[src/prg_fsm.sv]
`timescale 1ns/10ps

module prg_fsm (
	input  logic clk,
	input  logic rst,
	input  logic start,
	input  logic last_pixel,
	input  logic ph2,
	input  logic out_valid,
	output logic scan_en,
	output logic idle,
	output logic done
);

	typedef enum logic [1:0] {
		IDLE,
		RUN,
		DRAIN
	} state_t;

	state_t state;
	logic   drain_first;

	always_ff @(posedge clk, posedge rst) begin
		if (rst) begin
			state       <= IDLE;
			drain_first <= 1'b0;
			done        <= 1'b0;
		end else begin
			done <= 1'b0;
			case (state)
				IDLE: begin
					// start while busy never reaches here
					if (start) begin
						state <= RUN;
					end
				end
				RUN: begin
					if (ph2 && last_pixel) begin
						state       <= DRAIN;
						drain_first <= 1'b1;
					end
				end
				DRAIN: begin
					drain_first <= 1'b0;
					// the ray leaving on the first drain cycle is the one before last
					if (out_valid && !drain_first) begin
						state <= IDLE;
						done  <= 1'b1;
					end
				end
				default: begin
					state <= IDLE;
				end
			endcase
		end
	end

	assign scan_en = (state == RUN);
	assign idle    = (state == IDLE);

endmodule

[config.mk]
export PLATFORM = sky130hd
export DESIGN_NAME = prg_fsm
export DESIGN_NICKNAME = d
export VERILOG_FILES = /design/src/prg_fsm.sv
export SDC_FILE = /design/constraint.sdc
export NUM_CORES = 1
export LEC_CHECK = 0
export BUFFER_PORTS_ARGS = -buffer_cell sky130_fd_sc_hd__buf_2
export CAP_MARGIN = 40
export CORE_AREA = 2 2 39 41
export DETAILED_ROUTE_END_ITERATION = 8
export DIE_AREA = 0 0 41 43
export PLACE_DENSITY_LB_ADDON = 0.1
export SLEW_MARGIN = 20
export SYNTH_ARGS = -nofsm -noshare
export SYNTH_HDL_FRONTEND = slang
export SYNTH_SLANG_ARGS = --single-unit
[constraint.sdc]
create_clock -name clk -period 2.2 [get_ports clk]
set_clock_uncertainty 0.2 [all_clocks]
set_input_delay 0.22 -clock clk [delete_from_list [all_inputs] [get_ports clk]]
set_output_delay 0.22 -clock clk [all_outputs]
set_load 0.01 [all_outputs]
==> metrics, run 1 <==
setup repair bufs after CTS 0; CTS H-tree lvls 1; WL/cell 7.727 um; GRT Total Usage 5.740%; initial antenna violation count 0; CTS Buf Count 3; Netlist cell types 9; post-CTS sizing 0; Max IR drop VDD 0.0005261 V; Cell Area, Synth 165.2 um2; outcome complete, no violations; die area 1763 um2; Core Footprint 1384 um2; Post-CTS Hold Fix Bufs 2; hold_sp ph2; Worst setup SP type flop; Rel. slew slack 85.21%; GPL Wtd Cong 0.6613; LEAKAGE 0.1288 nW; min cycle time layout 1.345 ns; max_cap viols 0; crit path kind reg -> out; most frequent cell after synthesis dfrtp_1; CTS clk-pin slew, worst paths 0.03 ns; drt via density 3.432; root buf cell clkbuf_4; CTS tree done; Max Slew Vio Count 0; Synth Area in Compound Gates 14.39%; setup TNS 0 ns; antenna-violating nets left 0; largest family of logic cells by synthesized area simple AND/OR/NAND/NOR gates; Post-DP Area 225.2 um2; Final Hold Viols 0; RSZ-0062 raised after global routing no; cells after synthesis 15; FF+latch count, synth 4; Die X 41 um; number of global-route vias before repair 152; crit path max fanout 6; IO Count 9; Bufs on Longest Clock Path 2; Req. time, crit path 1.78 ns; Die H 43 um; Reg-to-Reg Start state[0]; Pre-Repair DR Iteration Count 2; Async SR Flop Fraction 100.0%; Yosys top cell area share 60.61%; sequential area share after synthesis 60.61%; syn avg cell area 11.01 um2; Synth Area in XOR/XNOR 0%; Final Cell Area 267.8 um2; simple logic cell fraction of the synthesized area 22.73%; start point of the critical path state[0]; final net count 36; CP Capture Type output port; number of DRC markers in iteration 0 3; via count 151; first-pass GRT wire length 565 um; share of cells above drive strength 1 39.29%; post-synth top area cell dfrtp_1; pin count of the biggest net entering global routing 7; area added between synthesis and finish 62.12%; ant diodes 0; adder-cell share of the synthesized area 0%; Synth Flop Type dfrtp_1; GRT overflow 0; post-synthesis mux area share 0%; Worst-Margin Slew 0.2204 ns; Arrival @ worst endpoint 0.92 ns; CTS sink count 4; Pwr Density 1154 nW/um2; Syn. warnings 0; commonest cells in the netlist 4 x dfrtp_1, 3 x nor2b_1, 2 x nor2_1; number of synthesized flops with an enable pin 0; Area contributors post-synth dfrtp_1 61%, nor2b_1 11%, a311oi_1 5.3%; Post-route DRC 0; crit share post-route 61.13%; FP Rows 14; maximum clock frequency 743.6 MHz; Worst-Skew Late Latency 0.23 ns; syn_nets 21; min-delay worst type in -> reg; WL final 340 um; Initial Utilization 11.93%; Port-buffer cells 8; Final setup viols 0
-- stage by stage --
stage | util (%) | hold slack, ns | setup WS [ns] | power (mW) | cells
3_3_place_gp | 16.27 | -0.08551 | 1.097 | 0.2234 | 39
2_1_floorplan | - | -0.2139 | 1.179 | 0.1820 | 15
4_1_cts | 19.35 | 0.004913 | 0.8439 | 0.3156 | 44
5_1_grt | 19.35 | 0.006644 | 0.7931 | 0.3414 | 44
3_5_place_dp | 16.27 | -0.09180 | 1.095 | 0.2197 | 39
6_report | 19.35 | 0.01360 | 0.8552 | 0.3090 | 44
-- where the power goes --
group	internal [mW]	switching (mW)
logic	0.0505	0.0410
registers	0.100	0.0276
clock network	0.0609	0.0287
-- final cells by class --
cell class | count | area (um2)
Inverter | 1 | 3.754
Multi-Input combinational cell | 10 | 61.31
Tap cell | 16 | 20.02
Fill cell | 152 | 1116
Timing Repair Buffer | 10 | 60.06
Sequential cell | 4 | 100.1
Clock buffer | 3 | 22.52
-- logic make-up after synthesis --
group | after synthesis
DFF | 4
buffers and inverters | 1
and+or+nand+nor | 7
AOI/OAI and AO/OA | 3
-- worst max-delay path, stage by stage, from the launching register on --
cell     delay, ns
dfrtp_1       0.42
nor2b_1       0.15
buf_2         0.13
-- worst paths after layout --
check	to	slack [ns]	depth (start not counted)
min in group asynchronous	done	0.21	3
min	state[0]	0.01	2
min reg2reg	drain_first	0.29	1
max	scan_en	0.86	2
max reg2reg	drain_first	1.13	2
max in group asynchronous	drain_first	1.44	3
-- cells in the final DEF, fill, tap and decap left out --
cell and n:
a311oi_1 1, buf_2 8, clkbuf_4 3, dfrtp_1 4, dlygate4sd3_1 2, inv_1 1, nand2b_1 1, nand3_1 1
nor2_1 2, nor2b_1 3, o22ai_1 1, o2bb2ai_1 1
-- sequential cells by signal (all words and copies together) (netlist names) --
name	flops
drain_first	1
done	1
state	2
-- metal layers --
layer,part of all wire (%),vias up,GRT usage [%]
met4,0,0,2.000
met1,41,66,5.519
met5,0,-,0
li1,-,79,-
met2,43,6,5.938
met3,16,0,9.424
No activity file was read; power rests on OpenSTA's default activity.
==> inputs of run 2 (changes only) <==
clock period = 1.4 ns   (was 2.2 ns; I/O delays follow)
==> metrics, run 2 (same netlist as run 1, synthesis figures left out) <==
initial antenna violation count 0; Port-buffer cells 8; final worst slack 0.1410 ns; min-delay worst type in -> reg; Final Hold Viols 0; Max Slew Vio Count 0; pre-CTS setup slack 0.3663 ns; Rel. slew slack 82.33%; die area 1763 um2; net switching power 0.1596 mW; Worst setup SP type flop; Initial Utilization 11.93%; Worst-Skew Late Latency 0.24 ns; Post-DP Area 225.2 um2; via count 167; final net count 38; WL/cell 8.391 um; RSZ-0062 raised after global routing no; outcome complete, no violations; crit path max fanout 6; Bufs on Longest Clock Path 2; ant diodes 0; crit share post-route 89.93%; number of global-route vias before repair 175; post-CTS sizing 0; WL final 386 um; Core Footprint 1384 um2; Worst-Margin Slew 0.2633 ns; area added between synthesis and finish 74.24%; CTS Buf Count 3; max_cap viols 0; Gate power share 30.5%; Pwr Density 1725 nW/um2; LEAKAGE 0.1372 nW; Post-route DRC 0; most frequent cells in the layout 8 x buf_2, 4 x dfrtp_1, 4 x dlygate4sd3_1; number of DRC markers in iteration 0 2; GPL Wtd Cong 0.6843; maximum clock frequency 794.3 MHz; Final Cell Area 287.8 um2; CTS sink count 4; CTS clk-pin slew, worst paths 0.03 ns; share of cells above drive strength 1 36.67%; crit path kind reg -> out; first-pass GRT wire length 669 um; total power draw 0.4965 mW; biggest regs state: 2 flops, done: 1 flops, drain_first: 1 flops; Reg area 100.1 um2; Sw Share 32.15%; CP Capture Type output port; Pre-Repair DR Iteration Count 4; Clk pwr share 29.3%; Final setup viols 0; Internal 0.3369 mW; FP Rows 14; CTS H-tree lvls 1; drt via density 3.630; setup TNS 0 ns; share of power burned in registers 40.2%; Arrival @ worst endpoint 0.92 ns; Die H 43 um; max reg flops 2; GRT overflow 0; most common cell after layout, fill and taps aside buf_2; CTS tree done; antenna-violating nets left 0; Largest Register state; multi-input logic area 61.31 um2; Fill cells 147; min cycle time layout 1.259 ns; root buf cell clkbuf_4; GRT Total Usage 6.949%; Req. time, crit path 1.06 ns; Die X 41 um; Max IR drop VDD 0.0005408 V; IO Count 9; pin count of the biggest net entering global routing 7
## run 2: what timing repair did
action	in CTS	in global routing
hold endpoints to repair	5	0
hold buffers	4	0
setup buffers	0	0
## run 2: final cells by class
cell class,instances,share of cell area (%)
repair buffers,12,27.83
inverters,1,1.304
well taps,16,6.957
flip-flops and latches,4,34.78
multi-input cells,10,21.30
clock buffers,3,7.826
## run 2: critical path, stage by stage (launching register included)
cell and delay (ns):
dfrtp_1 0.40, nor2b_1 0.14, buf_2 0.14
## run 2: routing by layer
metal  global-route usage (%)  part of all wire [%]
met5                        0                     0
met4                    6.000                   3.9
met3                    9.424                    14
met2                    7.813                    47
met1                    5.519                    35
## run 2: path summary, 6_finish.rpt
kind | from | to | slack [ns] | cells after the start
max | state[0] | scan_en | 0.14 | 2
min | out_valid | state[1] | 0.07 | 3
max reg2reg | state[0] | state[0] | 0.35 | 2
min reg2reg | drain_first | drain_first | 0.30 | 1
max in group asynchronous | rst | state[0] | 0.73 | 3
min in group asynchronous | rst | drain_first | 0.12 | 3
## run 2: through the flow
| step | std cells | hold WS (ns) | util (%) |
|---|---|---|---|
| finish | 46 | 0.06830 | 20.80 |
| global placement | 39 | -0.1639 | 16.27 |
| global route | 46 | 0.09943 | 20.80 |
| detailed placement | 39 | -0.1720 | 16.27 |
| floorplan | 15 | -0.2939 | - |
| CTS | 46 | 0.06808 | 20.80 |
## run 2: power groups by stage
stage | logic, mW | clock network [mW] | registers [mW]
finish | 0.151 | 0.146 | 0.200
global route | 0.168 | 0.168 | 0.205
CTS | 0.154 | 0.155 | 0.199
detailed placement | 0.145 | 0 | 0.200
global placement | 0.147 | 0 | 0.202
floorplan | 0.0932 | 0 | 0.193
