**src/prg_config.svh**
```systemverilog
`ifndef PRG_CONFIG_SVH
`define PRG_CONFIG_SVH

// default screen size, overridden per instance through parameters
`define PRG_SCREEN_W 640
`define PRG_SCREEN_H 480

// Q16.16 fixed point
`define PRG_FRAC_BITS 16

// focal distance D = 4.0
`define PRG_FOCAL_D 32'sh0004_0000

// pixel tag field widths, id covers 640 x 480
`define PRG_X_W  10
`define PRG_Y_W  9
`define PRG_ID_W 19

`endif

```
**src/prg_pkg.sv**
```systemverilog
`include "prg_config.svh"

package prg_pkg;

	// signed Q16.16 scalar
	typedef logic signed [31:0] fix_t;

	typedef struct packed {
		fix_t x;
		fix_t y;
		fix_t z;
	} vector_t;

	// eye position, the three screen axes and the pixel width
	typedef struct packed {
		vector_t eye;
		vector_t u_axis;
		vector_t v_axis;
		vector_t w_axis;
		fix_t    pw;
	} camera_t;

	// raster position plus running pixel id
	typedef struct packed {
		logic [`PRG_X_W-1:0]  x;
		logic [`PRG_Y_W-1:0]  y;
		logic [`PRG_ID_W-1:0] id;
	} pixel_t;

	// primary ray as handed to traversal
	typedef struct packed {
		logic [`PRG_ID_W-1:0] pixel_id;
		vector_t              origin;
		vector_t              dir;
	} prg_ray_t;

endpackage

```
**src/scan_timer.sv**
```systemverilog
`timescale 1ns/10ps
`include "prg_config.svh"

module scan_timer #(
	parameter int screen_w = `PRG_SCREEN_W,
	parameter int screen_h = `PRG_SCREEN_H
) (
	input  logic            clk,
	input  logic            rst,
	input  logic            scan_en,
	output logic            ph0,
	output logic            ph1,
	output logic            ph2,
	output prg_pkg::pixel_t pixel,
	output logic            last_pixel
);

	logic [1:0]      phase;
	prg_pkg::pixel_t pos;
	logic            at_row_end;
	logic            at_last;

	assign at_row_end = (pos.x == `PRG_X_W'(screen_w - 1));
	assign at_last    = at_row_end && (pos.y == `PRG_Y_W'(screen_h - 1));

	// one strobe per cycle, only while scanning
	assign ph0 = scan_en && (phase == 2'd0);
	assign ph1 = scan_en && (phase == 2'd1);
	assign ph2 = scan_en && (phase == 2'd2);

	assign pixel      = pos;
	assign last_pixel = scan_en && at_last;

	always_ff @(posedge clk, posedge rst) begin
		if (rst) begin
			phase <= 2'd0;
			pos   <= '0;
		end else if (!scan_en) begin
			phase <= 2'd0;
			pos   <= '0;
		end else if (phase == 2'd2) begin
			phase <= 2'd0;
			// step to the next pixel at the end of the slot
			if (at_last) begin
				pos <= '0;
			end else begin
				pos.id <= pos.id + 1'b1;
				if (at_row_end) begin
					pos.x <= '0;
					pos.y <= pos.y + 1'b1;
				end else begin
					pos.x <= pos.x + 1'b1;
				end
			end
		end else begin
			phase <= phase + 2'd1;
		end
	end

endmodule

```
**config.mk**
```make
export PLATFORM = sky130hd
export DESIGN_NAME = scan_timer
export DESIGN_NICKNAME = d
export VERILOG_FILES = /design/src/prg_pkg.sv /design/src/scan_timer.sv
export VERILOG_INCLUDE_DIRS = /design/src /design/src/src
export SDC_FILE = /design/constraint.sdc
export NUM_CORES = 1
export LEC_CHECK = 0
export BUFFER_PORTS_ARGS = -buffer_cell sky130_fd_sc_hd__buf_4
export CORE_UTILIZATION = 40
export CTS_CLUSTER_SIZE = 16
export DETAILED_ROUTE_END_ITERATION = 8
export SLEW_MARGIN = 20
export SYNTH_ARGS = -nofsm -noshare
export SYNTH_HDL_FRONTEND = slang
export SYNTH_SLANG_ARGS = --single-unit
```
**constraint.sdc**
```tcl
create_clock -name clk -period 1.85 [get_ports clk]
set_input_delay 0.185 -clock clk [delete_from_list [all_inputs] [get_ports clk]]
set_output_delay 0.185 -clock clk [all_outputs]
set_load 0.01 [all_outputs]
```
==> metrics.md, run 1 <==
| Metric | Value |
|---|---|
| Max clock buf depth | `2` |
| Post-Route WL | `roughly 5300 µm` |
| # diodes | `0` |
| Crit path kind | `flop to output port` |
| Routed length per instance | `13.99 µm` |
| Antenna viol nets, final | `0` |
| CP endpoint kind | `output port` |
| Largest net degree at the start of global routing | `between 40 and 50` |
| Ratio of cells with drive above 1 in the final layout | `0.3107` |
| CTS tree | `yes` |
| Initial DRC count | `between 100 and 150` |
| Most frequent cells in the layout | `buf_4, dfrtp_1, nand2_1` |
| # IOs | `between 40 and 50` |
| Core Region | `0.005140 mm²` |
| Fin. max-slew vios | `0` |
| CTS clk-pin slew, worst paths | `0.07 ns` |
| Cells after Synth | `around 240` |
| Area delta synth->final | `34.57%` |
| Static leakage | `~1.4 nW` |
| Yosys reg bits | `40` |
| Worst EP required | `1.66 ns` |
| Final Hold Vio Count | `0` |
| First-pass GRT wire length | `roughly 9000 µm` |
| Post-Route Skew | `~0.0046 ns` |
| Die X | `between 70 and 80 µm` |
| GRT overflow | `0` |
| Synthesized cell area | `roughly 0.0022 mm²` |
| Gpl congestion | `approximately 0.78` |
| Sequential cell area fraction in the yosys report | `0.4632` |
| Clock Tree Root | `clkbuf_8` |
| EDFF count, synth | `0` |
| HP Class | `input port to asynchronous set/reset pin` |
| Port bufs | `44` |
| Final #Nets | `around 320` |
| CP delay by family, top | `simple AND/OR/NAND/NOR gates` |
| Die footprint | `about 0.0057 mm²` |
| Worst hold slack | `0.02468 ns` |
| Fillers | `around 500` |
| Via count | `slightly above 2000` |
| Status | `finished clean` |
| Setup TNS | `0 ns` |
| Initial antenna violation count | `0` |
| Clock Sinks | `40` |
| Util after Layout | `0.5657` |
| Setup-failing EPs final | `0` |
| RSZ-0062 raised after global routing | `true` |
| DRC viols | `0` |
| Worst Path Arrival | `around 1.6 ns` |
| Yosys warnings | `0` |
| Total GRT Usage | `0.2116` |
| Top cell by count, worst path | `and4_4` |
| Commonest non-fill, non-tap cell in the layout | `buf_4` |
| H-tree depth | `2` |
| Peak supply drop | `0.2662 mV` |
| Crit-path max cell delay | `around 0.36 ns` |
| Clock Latency Late Sink | `0.29 ns` |
| HPWL Detailed | `3863 µm` |
| Final Cycle Share | `0.9737` |
| Number of global-route vias before repair | `1830` |
| Slew HR | `0.6561` |
| Ys flop type | `dfrtp_1` |
| DIE HEIGHT | `75.50 µm` |
| Asr flop ratio synth | `1.000` |
| Worst path cell trace | `ha_2 -> and4_4 -> and4_4 -> and3_4 -> buf_6` |
| Vias per inst | `5.335` |
| Crit-path max FO | `4` |
| Post-route minimum period | `about 1.8 ns` |
| Pwr dens | `~560 mW/mm²` |
| Max Fclk | `555.1 MHz` |
| Max-cap violation count | `0` |
| CP max stage cell | `dfrtp_1` |
| Syn Nets | `approximately 240` |
| Syn Area/Cell | `between 9 and 10 µm²` |
| CTS Buf Count | `5` |
| Worst path buffer plus inverter count | `1` |
| Startpoint types | `flop` |
| Worst-Margin Slew | `between 0.5 and 0.6 ns` |
| Synth cell types | `48` |
| Drt first pass iters | `4` |
| Starting Density | `0.4204` |
| Row count | `26` |
## power by group
group / switching [W] / internal, W
sequential: 0.00000499 / 0.000880
clock: 0.000290 / 0.000332
combinational: 0.0000759 / 0.0000442
total: 0.000371 / 0.00126
## Yosys cell counts, types with 2 or more instances
cell / n / area (µm²)
o21ai_0: 13 / 65.06
xor2_1: 2 / 17.52
o21a_1: 2 / 15.01
a21oi_1: 8 / 40.04
ha_1: 3 / 37.54
a31oi_1: 5 / 31.28
xnor2_1: 5 / 43.79
clkbuf_1: 2 / 7.510
or4_1: 3 / 22.52
buf_2: 2 / 10.01
o311ai_0: 2 / 17.52
nor2_1: 12 / 45.04
inv_1: 5 / 18.77
nand2_1: 32 / 120.1
nand4_1: 8 / 50.05
and3_1: 6 / 37.54
buf_4: 2 / 15.01
and4_1: 3 / 26.28
or3_1: 9 / 56.30
dfrtp_1: 40 / 1001
nor3_1: 7 / 35.03
nand3_1: 30 / 150.1
and2_1: 6 / 37.54
mux2i_1: 2 / 20.02
a21o_1: 5 / 37.54
## path summary, 6_finish.rpt
check / start / to / slack, ns / cells after the start
max: pixel[20] / last_pixel / 0.05 / 5
min: rst / pixel[32] / 0.02 / 3
max reg2reg: phase[0] / pixel[26] / 0.08 / 6
min reg2reg: phase[0] / phase[0] / 0.49 / 1
max in group asynchronous: rst / pixel[28] / 1.47 / 3
min in group clk: scan_en / pixel[23] / 0.25 / 2
## flip-flops by register name, indices dropped and copies added, names as in the netlist
name and count:
phase 2, pixel 38
## metrics by stage
| step | power [W] | std cells | area (µm²) | worst slack [ns] |
|---|---|---|---|---|
| floorplan | 0.0009696 | 237 | 2161 | 0.01404 |
| global placement | 0.001024 | 371 | 2770 | 0.03893 |
| detailed placement | 0.001025 | 371 | 2770 | -0.001399 |
| CTS | 0.001653 | 378 | 2872 | 0.007524 |
| global route | 0.001697 | 379 | 2908 | -0.02304 |
| finish | 0.001628 | 379 | 2908 | 0.04868 |
## worst reg2reg max path, stage by stage (launching register included)
cell	delay [ns]
dfrtp_1	0.40
and2b_1	0.28
nand2_1	0.14
inv_2	0.18
nand3_4	0.13
or4_1	0.50
nand3_1	0.09
## cell families after synthesis
group | count (synthesis) | synth area share
AND/OR/NAND/NOR | 128 | 0.3237
AO/OA/AOI/OAI | 44 | 0.1309
flip-flops | 40 | 0.4632
buffers and inverters | 13 | 0.02721
XOR/XNOR | 7 | 0.02837
adder cells (fa/ha/maj) | 3 | 0.01737
multiplexers | 2 | 0.009265
## final cells by class
cell class	instances	area, µm²	share of cell area
sequential	40	1001	0.3442
multi-input combinational	184	1131	0.3890
inverter	6	22.52	0.007745
tap	70	87.58	0.03012
timing repair buffer	72	569.3	0.1958
clock buffer	7	96.34	0.03313
## per-layer routing
layer | vias to the layer above | wire length [µm] | track usage
li1 | 1009 | - | -
met1 | 972 | 2588 | 0.3078
met2 | 35 | 2480 | 0.3185
met3 | 6 | 175 | 0.04497
met4 | 0 | 57 | 0.06173
met5 | - | 0 | 0
## timing repair
action | in CTS | in global routing
buffers inserted | 0 | 1
pin swaps | 0 | 2
setup endpoints to repair | 2 | 13
hold buffers | 0 | 0
gates resized for setup | 4 | 10
(Power assumes the default switching activity.)
==> run 2, diff against run 1 <==
- clock period: 1.85 -> 1.8 ns (I/O delays scaled with it)
==> metrics.md, run 2 (same netlist as run 1, synthesis figures left out) <==
| Metric | Value |
|---|---|
| Via count | `roughly 2100` |
| HP Class | `input port to asynchronous set/reset pin` |
| Row count | `26` |
| Crit-path max FO | `4` |
| Antenna viol nets, final | `0` |
| Final #Nets | `320` |
| Port bufs | `between 40 and 50` |
| Core Region | `~0.0051 mm²` |
| Final Cycle Share | `0.9892` |
| Critical R2R Capture | `pixel[13]` |
| Gpl congestion | `0.8491` |
| Pwr dens | `~550 mW/mm²` |
| Max clock buf depth | `2` |
| Die X | `75.50 µm` |
| DIE HEIGHT | `75.50 µm` |
| Post-Route WL | `approximately 5700 µm` |
| # IOs | `45` |
| GRT overflow | `0` |
| Peak supply drop | `0.3125 mV` |
| CP endpoint kind | `output port` |
| Initial antenna violation count | `0` |
| Final instance area | `a little under 0.003 mm²` |
| Max-cap violation count | `0` |
| CTS tree | `yes` |
| Number of global-route vias before repair | `1954` |
| Util after Layout | `0.5711` |
| Ratio of cells with drive above 1 in the final layout | `0.3312` |
| Post-Route Skew | `a little under 0.006 ns` |
| RSZ-0062 raised after global routing | `true` |
| Clock Sinks | `40` |
| Routed length per instance | `between 10 and 15 µm` |
| Vias per inst | `about 5.4` |
| Clock Latency Late Sink | `between 0.2 and 0.3 ns` |
| Commonest non-fill, non-tap cell in the layout | `buf_4` |
| DRC viols | `0` |
| CTS Buf Count | `5` |
| HPWL Detailed | `3960 µm` |
| Worst-Margin Slew | `between 0.5 and 0.6 ns` |
| Post-route minimum period | `around 1.8 ns` |
| Worst Path Arrival | `between 1.5 and 2 ns` |
| Area delta synth->final | `35.84%` |
| DP Area | `0.002760 mm²` |
| Static leakage | `between 1 and 1.5 nW` |
| Reg-to-Reg Start | `pixel[20]` |
| Crit path kind | `flop to output port` |
| Initial DRC count | `77` |
| Reg2reg setup slack | `~0.040 ns` |
| # diodes | `0` |
| Worst EP required | `about 1.6 ns` |
| Final Hold Vio Count | `0` |
| Clock Tree Root | `clkbuf_8` |
| Slew HR | `0.6175` |
| Die footprint | `0.005700 mm²` |
| Startpoint types | `flop` |
| Fin. max-slew vios | `0` |
| CTS clk-pin slew, worst paths | `0.08 ns` |
| Setup-failing EPs final | `0` |
| Most frequent cells in the layout | `buf_4, dfrtp_1, nand2_1` |
| Reg2Reg Depth | `8` |
| Drt first pass iters | `4` |
| Status | `finished clean` |
| Total GRT Usage | `0.2156` |
| First-pass GRT wire length | `9273 µm` |
| H-tree depth | `2` |
| Max Fclk | `561.6 MHz` |
| Largest net degree at the start of global routing | `41` |
| Max FFs per register | `38` |
| Starting Density | `0.4204` |
| Post-CTS Hold Fix Bufs | `0` |
-- run 2: cell count changes in the layout (fill, tap and decap cells not counted), moves of 2 or more --
cell      delta
buf_4        +6
clkbuf_8     -2
ha_1         -2
ha_2         +2
-- run 2: metal layers --
metal | track usage | wire length, µm | vias up
met4 | 0.06379 | 71 | 0
met2 | 0.3681 | 2763 | 60
li1 | - | - | 1012
met5 | 0 | 0 | -
met1 | 0.2787 | 2616 | 1000
met3 | 0.04101 | 237 | 8
-- run 2: stage by stage --
| stage | total power [W] | worst slack [ns] | TNS [ns] | hold WS, ns | instances |
|---|---|---|---|---|---|
| 3_5_place_dp | 0.001051 | 0.02366 | 0 | 0.3480 | 371 |
| 4_1_cts | 0.001629 | 0.006394 | 0 | 0.02821 | 378 |
| 5_1_grt | 0.001681 | -0.04357 | -0.1186 | 0.05396 | 384 |
| 6_report | 0.001617 | 0.01937 | 0 | 0.01088 | 384 |
| 3_3_place_gp | 0.001050 | 0.05276 | 0 | 0.3475 | 371 |
| 2_1_floorplan | 0.0009965 | -0.001134 | -0.001134 | 0.3978 | 237 |
-- run 2: layout make-up --
cell class | instances | area [µm²]
flip-flops and latches | 40 | 1002
repair buffers | 77 | 594.3
inverters | 6 | 25.02
well taps | 70 | 87.58
clock buffers | 6 | 72.57
fillers | 494 | 2205
clock inverters | 1 | 5.005
multi-input cells | 184 | 1149
-- run 2: critical path, cell delays in order, from the launching register on --
cell and delay [ns]:
dfrtp_1 0.36, ha_2 0.18, and4_4 0.23, and4_4 0.25, and3_4 0.19, buf_6 0.10
-- run 2: what timing repair did --
item,4_1_cts,5_1_grt
endpoints found under the hold margin,0,0
buffers inserted,0,6
resized for setup,5,12
cloned,0,0
endpoints found under the setup margin,2,14
pin swaps,1,1
-- run 2: worst max-delay path by stage --
stage              start    endpoint  slack [ns]  cells after the start
5_1_grt        pixel[20]  last_pixel       -0.04                      5
4_1_cts        pixel[20]  last_pixel       0.006                      5
3_5_place_dp   pixel[28]    pixel[3]        0.02                      6
3_3_place_gp   pixel[29]    pixel[3]        0.05                      6
6_report       pixel[20]  last_pixel        0.02                      5
2_1_floorplan  pixel[19]    pixel[6]      -0.001                      7
-- run 2: power by group --
part	total [W]	internal (W)	leakage [nW]	switching (W)
clock network	0.000581	0.000264	0.0410	0.000317
registers	0.000912	0.000905	0.555	0.00000716
logic	0.000124	0.0000469	0.800	0.0000772
